$ cat src/rtl/lsu_core_pkg.sv
package lsu_core_pkg;

  // ====================
  // Core sizes
  // ====================
  localparam int DISP_SIZE     = 4;
  localparam int MEM_DISP_SIZE = 2;
  localparam int LSU_INST_NUM  = 2;
  localparam int CMT_ID_W      = 4;
  localparam int INST_W        = 32;

  // Count of compacted memory ops, 0 to MEM_DISP_SIZE
  localparam int PICK_CNT_W = $clog2(MEM_DISP_SIZE + 1);

  // ====================
  // Dispatch and issue
  // ====================
  typedef struct packed {
    logic [INST_W-1:0] inst;
    logic              is_load;
  } disp_t;

  typedef struct packed {
    logic              valid;
    logic [INST_W-1:0] inst;
  } issue_t;

  // In-order completion towards the commit logic
  typedef struct packed {
    logic                 valid;
    logic [CMT_ID_W-1:0]  cmt_id;
    logic [DISP_SIZE-1:0] grp_id;  // One-hot slot in the group
  } done_rpt_t;

endpackage
$ cat src/rtl/ldq_pkg.sv
package ldq_pkg;

  localparam int LDQ_SIZE = 8;
  localparam int LRQ_SIZE = 4;
  localparam int VADDR_W  = 39;

  // Pipe index, kept one bit wide for a single pipe
  localparam int PIPE_IDX_W = (lsu_core_pkg::LSU_INST_NUM > 1) ?
                              $clog2(lsu_core_pkg::LSU_INST_NUM) : 1;

  // EX2 result
  typedef enum logic [2:0] {
    NONE         = 3'd0,
    L1D_CONFLICT = 3'd1,
    LRQ_CONFLICT = 3'd2,
    LRQ_FULL     = 3'd3,
    LRQ_ASSIGNED = 3'd4
  } hazard_t;

  typedef enum logic [2:0] {
    INIT     = 3'd0,
    TLB_HAZ  = 3'd1,
    EX2_RUN  = 3'd2,
    LRQ_HAZ  = 3'd3,
    READY    = 3'd4,
    EX3_DONE = 3'd5
  } ldq_state_t;

  typedef struct packed {
    logic                                update;
    logic [lsu_core_pkg::CMT_ID_W-1:0]   cmt_id;
    logic [lsu_core_pkg::DISP_SIZE-1:0]  grp_id;
    logic                                tlb_miss;
    logic [PIPE_IDX_W-1:0]               pipe_sel_idx;
    logic [VADDR_W-1:0]                  vaddr;
    logic [lsu_core_pkg::INST_W-1:0]     inst;
  } ex1_update_t;

  typedef struct packed {
    logic                update;
    logic [LDQ_SIZE-1:0] index_oh;
    hazard_t             hazard;
    logic [LRQ_SIZE-1:0] lrq_index_oh;
  } ex2_update_t;

  typedef struct packed {
    logic                valid;
    logic [LRQ_SIZE-1:0] resolve_index_oh;
  } lrq_resolve_t;

endpackage

$ cat src/rtl/ldq_entry_if.sv
`timescale 1ns/1ps

interface ldq_entry_if;
  import lsu_core_pkg::*;
  import ldq_pkg::*;

  logic                  replay_req;
  logic [PIPE_IDX_W-1:0] pipe_sel_idx;
  logic [INST_W-1:0]     inst;
  logic                  done_ready;
  logic [CMT_ID_W-1:0]   cmt_id;
  logic [DISP_SIZE-1:0]  grp_id;
  logic                  replay_grant;
  logic                  done_grant;

  modport entry (
    output replay_req, pipe_sel_idx, inst, done_ready, cmt_id, grp_id,
    input  replay_grant, done_grant
  );

  modport select (
    input  replay_req, pipe_sel_idx, inst, done_ready, cmt_id, grp_id,
    output replay_grant, done_grant
  );

endinterface

$ cat src/rtl/ldq_alloc_if.sv
`timescale 1ns/1ps

interface ldq_alloc_if;
  import lsu_core_pkg::*;

  logic [MEM_DISP_SIZE-1:0] slot_valid;
  logic [INST_W-1:0]        slot_inst   [MEM_DISP_SIZE];
  logic [DISP_SIZE-1:0]     slot_grp_id [MEM_DISP_SIZE];  // One-hot group position
  logic [CMT_ID_W-1:0]      cmt_id;
  logic [PICK_CNT_W-1:0]    pick_cnt;

  modport pickup (
    output slot_valid, slot_inst, slot_grp_id, cmt_id, pick_cnt
  );

  modport queue (
    input slot_valid, slot_inst, slot_grp_id, cmt_id, pick_cnt
  );

endinterface

$ cat src/rtl/ldq_top.sv
`timescale 1ns/1ps

module ldq_top #(
  parameter int LDQ_SIZE     = ldq_pkg::LDQ_SIZE,
  parameter int LSU_INST_NUM = lsu_core_pkg::LSU_INST_NUM
) (
  input  logic                               i_clk,
  input  logic                               i_reset_n,

  // Dispatch group
  input  logic [lsu_core_pkg::DISP_SIZE-1:0] i_disp_valid,
  input  lsu_core_pkg::disp_t                i_disp [lsu_core_pkg::DISP_SIZE],
  input  logic [lsu_core_pkg::CMT_ID_W-1:0]  i_disp_cmt_id,

  // LSU pipeline updates
  input  ldq_pkg::ex1_update_t               i_ex1_update [LSU_INST_NUM],
  input  ldq_pkg::ex2_update_t               i_ex2_update [LSU_INST_NUM],
  input  logic [LSU_INST_NUM-1:0]            i_tlb_resolve,
  input  ldq_pkg::lrq_resolve_t              i_lrq_resolve,

  // Replay towards the pipes
  output logic [LSU_INST_NUM-1:0]            o_replay_valid,
  output lsu_core_pkg::issue_t               o_replay_issue    [LSU_INST_NUM],
  output logic [LDQ_SIZE-1:0]                o_replay_index_oh [LSU_INST_NUM],

  output lsu_core_pkg::done_rpt_t            o_done_report
);

  logic [$clog2(LDQ_SIZE)-1:0] w_alloc_ptr;

  ldq_alloc_if u_alloc_if ();
  ldq_entry_if u_entry_if [LDQ_SIZE] ();

  ldq_disp_pickup u_pickup (
    .i_disp_valid  (i_disp_valid),
    .i_disp        (i_disp),
    .i_disp_cmt_id (i_disp_cmt_id),
    .alloc         (u_alloc_if)
  );

  for (genvar k = 0; k < LDQ_SIZE; k++) begin : g_entry
    ldq_entry #(
      .LDQ_SIZE     (LDQ_SIZE),
      .LSU_INST_NUM (LSU_INST_NUM),
      .ENTRY_IDX    (k)
    ) u_entry (
      .i_clk         (i_clk),
      .i_reset_n     (i_reset_n),
      .alloc         (u_alloc_if),
      .i_alloc_ptr   (w_alloc_ptr),
      .i_ex1_update  (i_ex1_update),
      .i_ex2_update  (i_ex2_update),
      .i_tlb_resolve (i_tlb_resolve),
      .i_lrq_resolve (i_lrq_resolve),
      .ports         (u_entry_if[k])
    );
  end

  ldq_replay_arb #(
    .LDQ_SIZE     (LDQ_SIZE),
    .LSU_INST_NUM (LSU_INST_NUM)
  ) u_replay_arb (
    .entries           (u_entry_if),
    .o_replay_valid    (o_replay_valid),
    .o_replay_issue    (o_replay_issue),
    .o_replay_index_oh (o_replay_index_oh)
  );

  ldq_order_ctrl #(
    .LDQ_SIZE (LDQ_SIZE)
  ) u_order_ctrl (
    .i_clk         (i_clk),
    .i_reset_n     (i_reset_n),
    .alloc         (u_alloc_if),
    .entries       (u_entry_if),
    .o_alloc_ptr   (w_alloc_ptr),
    .o_done_report (o_done_report)
  );

endmodule

$ cat src/rtl/ldq_order_ctrl.sv
`timescale 1ns/1ps

module ldq_order_ctrl #(
  parameter int LDQ_SIZE = ldq_pkg::LDQ_SIZE
) (
  input  logic                        i_clk,
  input  logic                        i_reset_n,
  ldq_alloc_if.queue                  alloc,
  ldq_entry_if.select                 entries [LDQ_SIZE],
  output logic [$clog2(LDQ_SIZE)-1:0] o_alloc_ptr,
  output lsu_core_pkg::done_rpt_t     o_done_report
);
  import lsu_core_pkg::*;

  localparam int PTR_W = $clog2(LDQ_SIZE);
  localparam int CNT_W = PTR_W + 1;  // Extra wrap bit

  logic [CNT_W-1:0]     r_alloc_ptr;
  logic [CNT_W-1:0]     r_rel_ptr;
  logic [PTR_W-1:0]     w_rel_idx;
  logic                 w_empty;
  logic                 w_done_valid;
  logic [LDQ_SIZE-1:0]  w_done_ready;
  logic [CMT_ID_W-1:0]  w_cmt_id [LDQ_SIZE];
  logic [DISP_SIZE-1:0] w_grp_id [LDQ_SIZE];

  assign w_rel_idx    = r_rel_ptr[PTR_W-1:0];
  assign w_empty      = r_alloc_ptr == r_rel_ptr;
  assign w_done_valid = !w_empty && w_done_ready[w_rel_idx];

  // ====================
  // Done selection
  // ====================
  for (genvar k = 0; k < LDQ_SIZE; k++) begin : g_entry
    assign w_done_ready[k] = entries[k].done_ready;
    assign w_cmt_id[k]     = entries[k].cmt_id;
    assign w_grp_id[k]     = entries[k].grp_id;
    assign entries[k].done_grant = w_done_valid && w_rel_idx == PTR_W'(k);
  end

  assign o_done_report.valid  = w_done_valid;
  assign o_done_report.cmt_id = w_cmt_id[w_rel_idx];
  assign o_done_report.grp_id = w_grp_id[w_rel_idx];

  // ====================
  // Pointers
  // ====================
  always_ff @(posedge i_clk or negedge i_reset_n) begin
    if (!i_reset_n) begin
      r_alloc_ptr <= '0;
      r_rel_ptr   <= '0;
    end else begin
      r_alloc_ptr <= r_alloc_ptr + CNT_W'(alloc.pick_cnt);
      if (w_done_valid) begin
        r_rel_ptr <= r_rel_ptr + CNT_W'(1);  // One load retires per cycle
      end
    end
  end

  assign o_alloc_ptr = r_alloc_ptr[PTR_W-1:0];

endmodule

$ cat src/rtl/ldq_replay_arb.sv
`timescale 1ns/1ps

module ldq_replay_arb #(
  parameter int LDQ_SIZE     = ldq_pkg::LDQ_SIZE,
  parameter int LSU_INST_NUM = lsu_core_pkg::LSU_INST_NUM
) (
  ldq_entry_if.select          entries [LDQ_SIZE],
  output logic [LSU_INST_NUM-1:0] o_replay_valid,
  output lsu_core_pkg::issue_t    o_replay_issue    [LSU_INST_NUM],
  output logic [LDQ_SIZE-1:0]     o_replay_index_oh [LSU_INST_NUM]
);
  import lsu_core_pkg::*;
  import ldq_pkg::*;

  logic [LDQ_SIZE-1:0]   w_ready;
  logic [PIPE_IDX_W-1:0] w_pipe     [LDQ_SIZE];
  logic [INST_W-1:0]     w_inst     [LDQ_SIZE];
  logic [LDQ_SIZE-1:0]   w_req      [LSU_INST_NUM];
  logic [LDQ_SIZE-1:0]   w_grant_oh [LSU_INST_NUM];
  logic [LDQ_SIZE-1:0]   w_grant_any;

  for (genvar k = 0; k < LDQ_SIZE; k++) begin : g_entry
    assign w_ready[k] = entries[k].replay_req;
    assign w_pipe[k]  = entries[k].pipe_sel_idx;
    assign w_inst[k]  = entries[k].inst;
    assign entries[k].replay_grant = w_grant_any[k];
  end

  for (genvar p = 0; p < LSU_INST_NUM; p++) begin : g_pipe
    logic [INST_W-1:0] w_sel_inst;

    always_comb begin
      for (int k = 0; k < LDQ_SIZE; k++) begin
        w_req[p][k] = w_ready[k] && w_pipe[k] == PIPE_IDX_W'(p);
      end
    end

    // Lowest ready index wins
    assign w_grant_oh[p] = w_req[p] & (~w_req[p] + 1'b1);

    always_comb begin
      w_sel_inst = '0;
      for (int k = 0; k < LDQ_SIZE; k++) begin
        w_sel_inst = w_sel_inst | (w_inst[k] & {INST_W{w_grant_oh[p][k]}});
      end
    end

    assign o_replay_valid[p]       = |w_req[p];
    assign o_replay_issue[p].valid = |w_req[p];
    assign o_replay_issue[p].inst  = w_sel_inst;
    assign o_replay_index_oh[p]    = w_grant_oh[p];
  end

  always_comb begin
    w_grant_any = '0;
    for (int p = 0; p < LSU_INST_NUM; p++) begin
      w_grant_any = w_grant_any | w_grant_oh[p];
    end
  end

endmodule

$ cat src/rtl/ldq_entry.sv
`timescale 1ns/1ps

module ldq_entry #(
  parameter int LDQ_SIZE     = ldq_pkg::LDQ_SIZE,
  parameter int LSU_INST_NUM = lsu_core_pkg::LSU_INST_NUM,
  parameter int ENTRY_IDX    = 0
) (
  input  logic                          i_clk,
  input  logic                          i_reset_n,
  ldq_alloc_if.queue                    alloc,
  input  logic [$clog2(LDQ_SIZE)-1:0]   i_alloc_ptr,
  input  ldq_pkg::ex1_update_t          i_ex1_update [LSU_INST_NUM],
  input  ldq_pkg::ex2_update_t          i_ex2_update [LSU_INST_NUM],
  input  logic [LSU_INST_NUM-1:0]       i_tlb_resolve,
  input  ldq_pkg::lrq_resolve_t         i_lrq_resolve,
  ldq_entry_if.entry                    ports
);
  import lsu_core_pkg::*;
  import ldq_pkg::*;

  localparam int PTR_W = $clog2(LDQ_SIZE);

  logic                  r_valid;
  ldq_state_t            r_state;
  logic [CMT_ID_W-1:0]   r_cmt_id;
  logic [DISP_SIZE-1:0]  r_grp_id;
  logic [PIPE_IDX_W-1:0] r_pipe_sel_idx;
  logic [INST_W-1:0]     r_inst;
  logic [LRQ_SIZE-1:0]   r_lrq_index_oh;

  logic                 w_alloc_hit;
  logic [INST_W-1:0]    w_alloc_inst;
  logic [DISP_SIZE-1:0] w_alloc_grp_id;
  logic                 w_ex1_hit;
  ex1_update_t          w_ex1_sel;
  logic                 w_ex2_hit;
  ex2_update_t          w_ex2_sel;
  logic                 w_lrq_same_cycle;
  logic                 w_lrq_wakeup;

  // ====================
  // Update matching
  // ====================
  always_comb begin : alloc_match
    logic [PTR_W-1:0] slot_ptr;
    w_alloc_hit    = 1'b0;
    w_alloc_inst   = '0;
    w_alloc_grp_id = '0;
    for (int j = 0; j < MEM_DISP_SIZE; j++) begin
      slot_ptr = i_alloc_ptr + PTR_W'(j);
      if (alloc.slot_valid[j] && slot_ptr == PTR_W'(ENTRY_IDX)) begin
        w_alloc_hit    = 1'b1;
        w_alloc_inst   = alloc.slot_inst[j];
        w_alloc_grp_id = alloc.slot_grp_id[j];
      end
    end
  end

  always_comb begin
    w_ex1_hit = 1'b0;
    w_ex1_sel = '0;
    for (int p = 0; p < LSU_INST_NUM; p++) begin
      if (!w_ex1_hit && i_ex1_update[p].update &&
          i_ex1_update[p].cmt_id == r_cmt_id && i_ex1_update[p].grp_id == r_grp_id) begin
        w_ex1_hit = r_valid;
        w_ex1_sel = i_ex1_update[p];
      end
    end
  end

  always_comb begin
    w_ex2_hit = 1'b0;
    w_ex2_sel = '0;
    for (int p = 0; p < LSU_INST_NUM; p++) begin
      if (!w_ex2_hit && i_ex2_update[p].update && i_ex2_update[p].index_oh[ENTRY_IDX]) begin
        w_ex2_hit = 1'b1;
        w_ex2_sel = i_ex2_update[p];
      end
    end
  end

  // Conflict already resolved while EX2 reports it
  assign w_lrq_same_cycle = i_lrq_resolve.valid &&
                            i_lrq_resolve.resolve_index_oh == w_ex2_sel.lrq_index_oh;
  assign w_lrq_wakeup     = i_lrq_resolve.valid &&
                            i_lrq_resolve.resolve_index_oh == r_lrq_index_oh;

  // ====================
  // Entry FSM
  // ====================
  always_ff @(posedge i_clk or negedge i_reset_n) begin
    if (!i_reset_n) begin
      r_valid <= 1'b0;
      r_state <= INIT;
    end else begin
      case (r_state)
        INIT: begin
          if (w_alloc_hit) begin
            r_valid <= 1'b1;
          end else if (w_ex1_hit) begin
            r_state <= w_ex1_sel.tlb_miss ? TLB_HAZ : EX2_RUN;
          end
        end
        TLB_HAZ: if (|i_tlb_resolve) r_state <= EX2_RUN;
        EX2_RUN: begin
          if (w_ex2_hit) begin
            case (w_ex2_sel.hazard)
              NONE:         r_state <= EX3_DONE;
              L1D_CONFLICT: r_state <= READY;
              LRQ_CONFLICT: r_state <= w_lrq_same_cycle ? READY : LRQ_HAZ;
              default:      r_state <= LRQ_HAZ;  // LRQ full or assigned
            endcase
          end
        end
        LRQ_HAZ: if (w_lrq_wakeup) r_state <= READY;
        READY:   if (ports.replay_grant) r_state <= EX2_RUN;
        EX3_DONE: begin
          if (ports.done_grant) begin
            r_state <= INIT;
            r_valid <= 1'b0;
          end
        end
        default: r_state <= INIT;
      endcase
    end
  end

  always_ff @(posedge i_clk) begin
    if (r_state == INIT && w_alloc_hit) begin
      r_cmt_id <= alloc.cmt_id;
      r_grp_id <= w_alloc_grp_id;
      r_inst   <= w_alloc_inst;
    end else if (r_state == INIT && w_ex1_hit) begin
      r_pipe_sel_idx <= w_ex1_sel.pipe_sel_idx;
      r_inst         <= w_ex1_sel.inst;
    end
    if (r_state == EX2_RUN && w_ex2_hit) begin
      r_lrq_index_oh <= w_ex2_sel.lrq_index_oh;
    end
  end

  assign ports.replay_req   = r_state == READY;
  assign ports.done_ready   = r_state == EX3_DONE;
  assign ports.pipe_sel_idx = r_pipe_sel_idx;
  assign ports.inst         = r_inst;
  assign ports.cmt_id       = r_cmt_id;
  assign ports.grp_id       = r_grp_id;

endmodule

$ cat src/rtl/ldq_disp_pickup.sv
`timescale 1ns/1ps

module ldq_disp_pickup (
  input  logic [lsu_core_pkg::DISP_SIZE-1:0] i_disp_valid,
  input  lsu_core_pkg::disp_t                i_disp [lsu_core_pkg::DISP_SIZE],
  input  logic [lsu_core_pkg::CMT_ID_W-1:0]  i_disp_cmt_id,
  ldq_alloc_if.pickup                        alloc
);
  import lsu_core_pkg::*;

  localparam int SEEN_W = $clog2(DISP_SIZE + 1);

  logic [DISP_SIZE-1:0] w_is_load;

  always_comb begin
    for (int i = 0; i < DISP_SIZE; i++) begin
      w_is_load[i] = i_disp_valid[i] & i_disp[i].is_load;
    end
  end

  // Load number n of the group lands in slot n
  always_comb begin : compact
    logic [SEEN_W-1:0] seen;
    seen = '0;
    alloc.slot_valid = '0;
    for (int j = 0; j < MEM_DISP_SIZE; j++) begin
      alloc.slot_inst[j]   = '0;
      alloc.slot_grp_id[j] = '0;
    end
    for (int i = 0; i < DISP_SIZE; i++) begin
      if (w_is_load[i]) begin
        for (int j = 0; j < MEM_DISP_SIZE; j++) begin
          if (seen == SEEN_W'(j)) begin
            alloc.slot_valid[j]     = 1'b1;
            alloc.slot_inst[j]      = i_disp[i].inst;
            alloc.slot_grp_id[j][i] = 1'b1;
          end
        end
        seen = seen + SEEN_W'(1);
      end
    end
  end

  always_comb begin
    alloc.pick_cnt = '0;
    for (int j = 0; j < MEM_DISP_SIZE; j++) begin
      alloc.pick_cnt = alloc.pick_cnt + PICK_CNT_W'(alloc.slot_valid[j]);
    end
  end

  assign alloc.cmt_id = i_disp_cmt_id;

endmodule

$ cat config.mk
export PLATFORM = sky130hd
export DESIGN_NAME = ldq_top
export DESIGN_NICKNAME = d
export VERILOG_FILES = /design/src/rtl/lsu_core_pkg.sv /design/src/rtl/ldq_pkg.sv /design/src/rtl/ldq_entry_if.sv /design/src/rtl/ldq_alloc_if.sv /design/src/rtl/ldq_top.sv /design/src/rtl/ldq_order_ctrl.sv /design/src/rtl/ldq_replay_arb.sv /design/src/rtl/ldq_entry.sv /design/src/rtl/ldq_disp_pickup.sv
export SDC_FILE = /design/constraint.sdc
export NUM_CORES = 2
export LEC_CHECK = 0
export BUFFER_PORTS_ARGS = -buffer_cell sky130_fd_sc_hd__clkbuf_2
export CAP_MARGIN = 20
export CORE_MARGIN = 2
export CORE_UTILIZATION = 25
export CTS_CLUSTER_DIAMETER = 100
export DETAILED_ROUTE_END_ITERATION = 7
export PLACE_DENSITY = 0.47
export SLEW_MARGIN = 20
export SYNTH_ARGS = -nofsm -noshare
export SYNTH_HDL_FRONTEND = slang
export SYNTH_SLANG_ARGS = --single-unit
$ cat constraint.sdc
create_clock -name i_clk -period 7.15 [get_ports i_clk]
set_input_delay 0.3575 -clock i_clk [delete_from_list [all_inputs] [get_ports i_clk]]
set_output_delay 0.3575 -clock i_clk [all_outputs]
set_load 0.02 [all_outputs]
Yosys cells after proc, flatten, opt, wreduce, memory -nomap -nowiden
Cells that the tools add are included.
Widths: inputs -> output; s select.
Storage, ports and cells
  output and inout bits: 93
  register bits: 400
  word-level logic and storage cells: 843
  bits of input ports: 345
Operators by class
  bitwise logic cells: 64
  equal/unequal tests: 193
  add/subtract/negate cells: 8
  order comparisons: 2
  multiplexer cells: 275
  reductions and logical operators: 235
Operator list (count)
  $mux 32: 39
  $mux 73: 16
  $and 32x32->32: 16
  $or 32x32->32: 14
  $eq 4x4->1: 49
  $mux 64: 3
  $mux 3: 59
  $logic_and 1x1->1: 145
  $pmux 3 s6: 8
  $mux 7: 16
  $eq 3x2->1 const B: 30
  $eq 3x3->1 const B: 28
  $mux 1: 84
  $ne 2x1->1 const B: 41
  $mux 4: 20
  $pmux 3 s3: 8
  $logic_not 3->1: 22
  $eq 3x1->1 const B: 21
  $reduce_and 7->1: 8
  $ne 2x2->1 const B: 23
  $reduce_bool 2->1: 16
  $bmux 4 s3: 2
  $not 1->1: 24
  $reduce_and 3->1: 8
  21 further kinds: 77

Logic depth before layout (Yosys ltp)
  word-level depth: 15
  gate-level depth with buffers: 15
  gate-level depth less buffers: 11

Worst setup path after synthesis
Ideal clock, no wire load.
  kind: in2reg
  start point: input i_disp_valid[1] in the netlist's numbering
  end point: register g_entry[1].u_entry.r_inst[0] (enable)
  data required time: 6.709 ns
  path buffers: 5
  stages on the path: 13
  setup slack: 2.452 ns
  arrival: 4.258 ns
  path through: nand2_1 -> inv_1 -> clkbuf_1 -> clkbuf_1 -> buf_2 -> ha_1 -> a21oi_1 -> or2_1 -> buf_2 -> nand2_2 -> nand3_1 -> clkbuf_1 -> a31oi_1
On the way
  cells in the longest elaborated chain, start to end: 12
  elaborated cells between the ends (all ways): 21
  those cells by class: 1 x add/sub; 2 x eq/ne; 11 x mux; 1 x bitwise; 6 x reduce/logical
RTL lines
  from (decl): RTL line ldq_top.sv:11  | input logic [lsu_core_pkg::DISP_SIZE-1:0] i_disp_valid,
  $and 1x1->1 *: RTL line ldq_disp_pickup.sv:17  | w_is_load[i] = i_disp_valid[i] & i_disp[i].is_load;
  $mux 3: RTL line ldq_disp_pickup.sv:31  | if (w_is_load[i]) begin
  $add 3x1->3 / $logic_not 3->1 (equally long branches): RTL line ldq_disp_pickup.sv:39, ldq_disp_pickup.sv:33
  $mux 3 / $mux 1 (equally long branches): RTL line ldq_disp_pickup.sv:31, ldq_disp_pickup.sv:33
  $logic_not 3->1 / $mux 2 (equally long branches): RTL line ldq_disp_pickup.sv:33, ldq_disp_pickup.sv:31
  $mux 1: RTL line ldq_disp_pickup.sv:33  | if (seen == SEEN_W'(j)) begin
  $mux 2 *: RTL line ldq_disp_pickup.sv:31
  $logic_and 1x1->1: RTL line ldq_entry.sv:51  | if (alloc.slot_valid[j] && slot_ptr == PTR_W'(ENTRY_IDX)) begin
  $mux 1: RTL line ldq_entry.sv:51
  $mux 1 *: RTL line ldq_entry.sv:51
  $logic_and 1x1->1 *: RTL line ldq_entry.sv:129  | if (r_state == INIT && w_alloc_hit) begin
  $reduce_bool 2->1 (no line) *
  to (signal assigned): RTL line ldq_entry.sv:132  | r_inst <= w_alloc_inst;
  to (signal assigned): RTL line ldq_entry.sv:135  | r_inst <= w_ex1_sel.inst;
  to (decl): RTL line ldq_entry.sv:28  | logic [INST_W-1:0] r_inst;
Mark *: on every way between the ends. The rest lies on a longest branch, timed or not.
A chain may end at the register's enable or synchronous reset.

==> key figures <==
Run status
  – Status: finished, final reports clean

Clock network
  – H-tree depth: 2
  – Worst-path clk slew: 0.06 ns
  – Sink Count: 400
  – Worst skew pair latency: around 0.65 ns
  – Deepest clock path buffer count: 3
  – CTS tree: done
  – CTS root buffer: clkbuf_16
  – CTS buffer count: 50
  – # resized after CTS: 0

Global route
  – Overflow left after global routing: 0
  – Largest net degree at the start of global routing: between 60 and 70
  – Initial antenna violation count: 26
  – Number of global-route vias before repair: about 33,000
  – Total GRT Usage: 0.266
  – First-pass GRT wire length: 251,000 µm

Floorplanning
  – Die W: around 360 µm
  – # rows: 131
  – Die height: about 360 µm
  – Starting density of the core: 0.251
  – Num ports: ~440
  – Core area: 127,000 µm²
  – Die area: 131,000 µm²

Setup path
  – CP Max Fanout: 37
  – Startpoint Class: register
  – R2r worst-path depth: 7
  – Critical path, cell by cell: nor4b_4, buf_4, nor4b_2, nand2_1, inv_1, buf_4, a22oi_1, nand3_1, clkbuf_2
  – Internal reg-to-reg setup slack: 2.86 ns
  – Critical Path RT: 6.79 ns
  – Arrival time of the worst setup path: ~4.8 ns
  – Buf+Inv Stages, Crit Path: 4
  – Top delay family on crit path: buffers and inverters
  – Worst setup EP type: output pin
  – Cell mode on critical path: buf_4
  – R2r endpoint: g_entry[1].u_entry.ports.inst[28]
  – Crit path kind: register to output pin
  – CP peak stage delay: 0.93 ns
  – Worst path slowest cell: inv_1
  – Origin of the critical flop-to-flop path: u_order_ctrl.r_alloc_ptr[1]

STA
  – Hold Fails Final Rpt: 0
  – Tmin final: 5.13 ns
  – Max Slew Vio Count: 0
  – Unrepaired setup endpoints after global routing: no
  – Max Clk Rate: slightly below 0.2 GHz
  – Final setup viols: 0
  – Slew of the pin with the lowest slew margin: roughly 1.3 ns
  – Final Worst Setup Slack: 2.02 ns
  – Final setup TNS: 0 ns
  – Slew HR: 0.132
  – Final period util: 0.717
  – Max Clock Skew: ~0.033 ns

Cells and area
  – Layout cell share with drive strength beyond 1: 0.163
  – Commonest non-fill, non-tap cell in the layout: nand2_1
  – Final Net Count: 4,369
  – Non-Filler Instances: 5,722
  – Most frequent cells in the layout: 545 x nand2_1, 360 x edfxtp_1, 359 x clkbuf_2, 261 x nor2_1, 257 x o22ai_1
  – Area Growth Syn to Fin: 16.1%

Logic synthesis
  – Cells after Synth: approximately 4,000
  – Synthesized area: between 30,000 and 40,000 µm²
  – Library cells used by synthesis: between 90 and 100
  – Number of flops mapped to enable cells by yosys: 360
  – Post-synth ARST share: 0.100
  – Yosys Warn Count: 0
  – Sequential-to-total area share from yosys stat: 0.370
  – Syn_nets: 4,286
  – Synth Area per Inst: about 8.1 µm²
  – Synth Register Bits: 400
  – Post-synth top area cell: edfxtp_1
  – Ys flop type: edfxtp_1
  – Area contributors post-synth: edfxtp_1 34%, nand2_1 6.5%, o22ai_1 5.0%
  – Synth top area share: 0.339

Detailed routing
  – Vias: 35,400
  – Vias per cell: 6.18
  – DRT antenna net count: 0
  – DRC Markers: 0
  – Wirelength per Cell: 31.7 µm
  – TritonRoute pass-1 iters: 8
  – Routed WL: 181,000 µm
  – Initial DRC Count: 5,179

Flow run
  – Max Cap Viol: 0

Power
  – Max IR drop VDD: between 0.0002 and 0.00025 V
  – Pwr Density: 305 nW/µm²
  – Overall Power: between 10 and 15 mW
  – LEAKAGE: 12.9 nW

Placed design
  – PortBufs: 359
  – GPL Wtd Cong: around 0.90
  – Placed cell count: 5,617
  – Detailed Place HPWL: 118,000 µm
  – DP Worst Slack: 1.94 ns

Hold path
  – Hold depth: 1
  – Hold Path Origin: i_disp_cmt_id[3]
  – Worst Hold Class: primary input to register
  – Hold path endpoint: g_entry[6].u_entry.ports.cmt_id[3]
[through the flow]
step	util	hold slack (ns)	instance area, µm²
after floorplan	-	0.0619	31900
after global placement	0.277	0.484	35200
after detailed placement	0.277	0.492	35200
after CTS	0.291	0.0118	37000
after global routing	0.291	0.0419	37000
final	0.291	0.0147	37000
[final cells by class]
cell class	instances	area, µm²
timing repair buffer	466	2630
inverter	67	251
multi-input combinational	3025	18500
fill	13600	90100
clock buffer	63	1370
tap	1662	2080
clock inverter	30	359
antenna	9	22.5
sequential	400	11800
[how the worst max path moves through the flow]
stage | slack (ns) | cells past startpoint | from | end
after floorplan | 2.45 | 13 | i_disp_valid[1] | g_entry[1].u_entry.ports.inst[0]
after global placement | 2.00 | 11 | i_disp_valid[0] | g_entry[0].u_entry.ports.inst[16]
after detailed placement | 1.94 | 11 | i_disp[99] | g_entry[0].u_entry.ports.inst[12]
after CTS | 2.19 | 9 | g_entry[1].u_entry.r_state[0] | o_replay_issue[44]
after global routing | 1.97 | 9 | g_entry[1].u_entry.r_state[0] | o_replay_issue[44]
final | 2.02 | 9 | g_entry[1].u_entry.r_state[0] | o_replay_issue[44]
[cells in the mapped netlist, types with 7 or more instances]
cell,number
nand2_1,553
edfxtp_1,360
clkbuf_1,330
nor2_1,266
o22ai_1,257
nand3_1,247
o21ai_0,237
a22oi_1,204
a31oi_1,188
a21oi_1,158
xnor2_1,126
and3_1,93
a221oi_1,78
xor2_1,67
inv_1,65
nand4_1,55
buf_2,48
nor3_1,48
buf_1,47
dfrtp_1,40
a21boi_0,34
o21ai_1,25
o22a_1,24
nor4_1,22
a311oi_1,20
mux2i_1,20
and2_1,17
a211oi_1,16
a21o_1,16
mux4_2,16
o211ai_1,16
nor2b_1,15
a22o_1,14
o31ai_1,14
ha_1,13
or3_1,11
nand2b_1,9
o21a_1,9
a31o_2,8
nand3b_1,8
buf_4,7
[state kept, by name, summed over array words and instances, names as in the netlist]
| signal | cells |
|---|---|
| g_entry.u_entry.r_state | 24 |
| g_entry.u_entry.ports.grp_id | 32 |
| g_entry.u_entry.ports.pipe_sel_idx | 8 |
| u_order_ctrl.r_alloc_ptr | 4 |
| g_entry.u_entry.r_lrq_index_oh | 32 |
| g_entry.u_entry.ports.cmt_id | 32 |
| g_entry.u_entry.ports.inst | 256 |
| u_order_ctrl.r_rel_ptr | 4 |
| g_entry.u_entry.r_valid | 8 |
[cell families after synthesis]
family | Yosys count | synth area share
flip-flops | 400 | 0.370
adder cells (fa/ha/maj) | 14 | 0.00572
multiplexers | 40 | 0.0190
AO/OA/AOI/OAI | 1378 | 0.285
buffers and inverters | 502 | 0.0621
AND/OR/NAND/NOR | 1400 | 0.205
XOR/XNOR | 193 | 0.0530
[repair_timing]
action	CTS	global route
hold buffers	2	0
hold endpoints to repair	43	0
setup endpoints to repair	0	0
setup buffers	0	0
[layer usage]
metal  share of wire  track usage  wire length (µm)  vias to the layer above
li1                -            -                 -                    15100
met1            0.40        0.349             71800                    17100
met2            0.44        0.410             80100                     2572
met3            0.11       0.0634             20400                      558
met4           0.048        0.124              8780                       18
met5         0.00073            0               132                        -
[where the power goes]
group	internal [mW]	switching (mW)
Clock	1.64	1.14
Sequential	2.99	0.478
Combinational	1.36	3.68
Total	6.00	5.30
(Power assumes the default switching activity.)
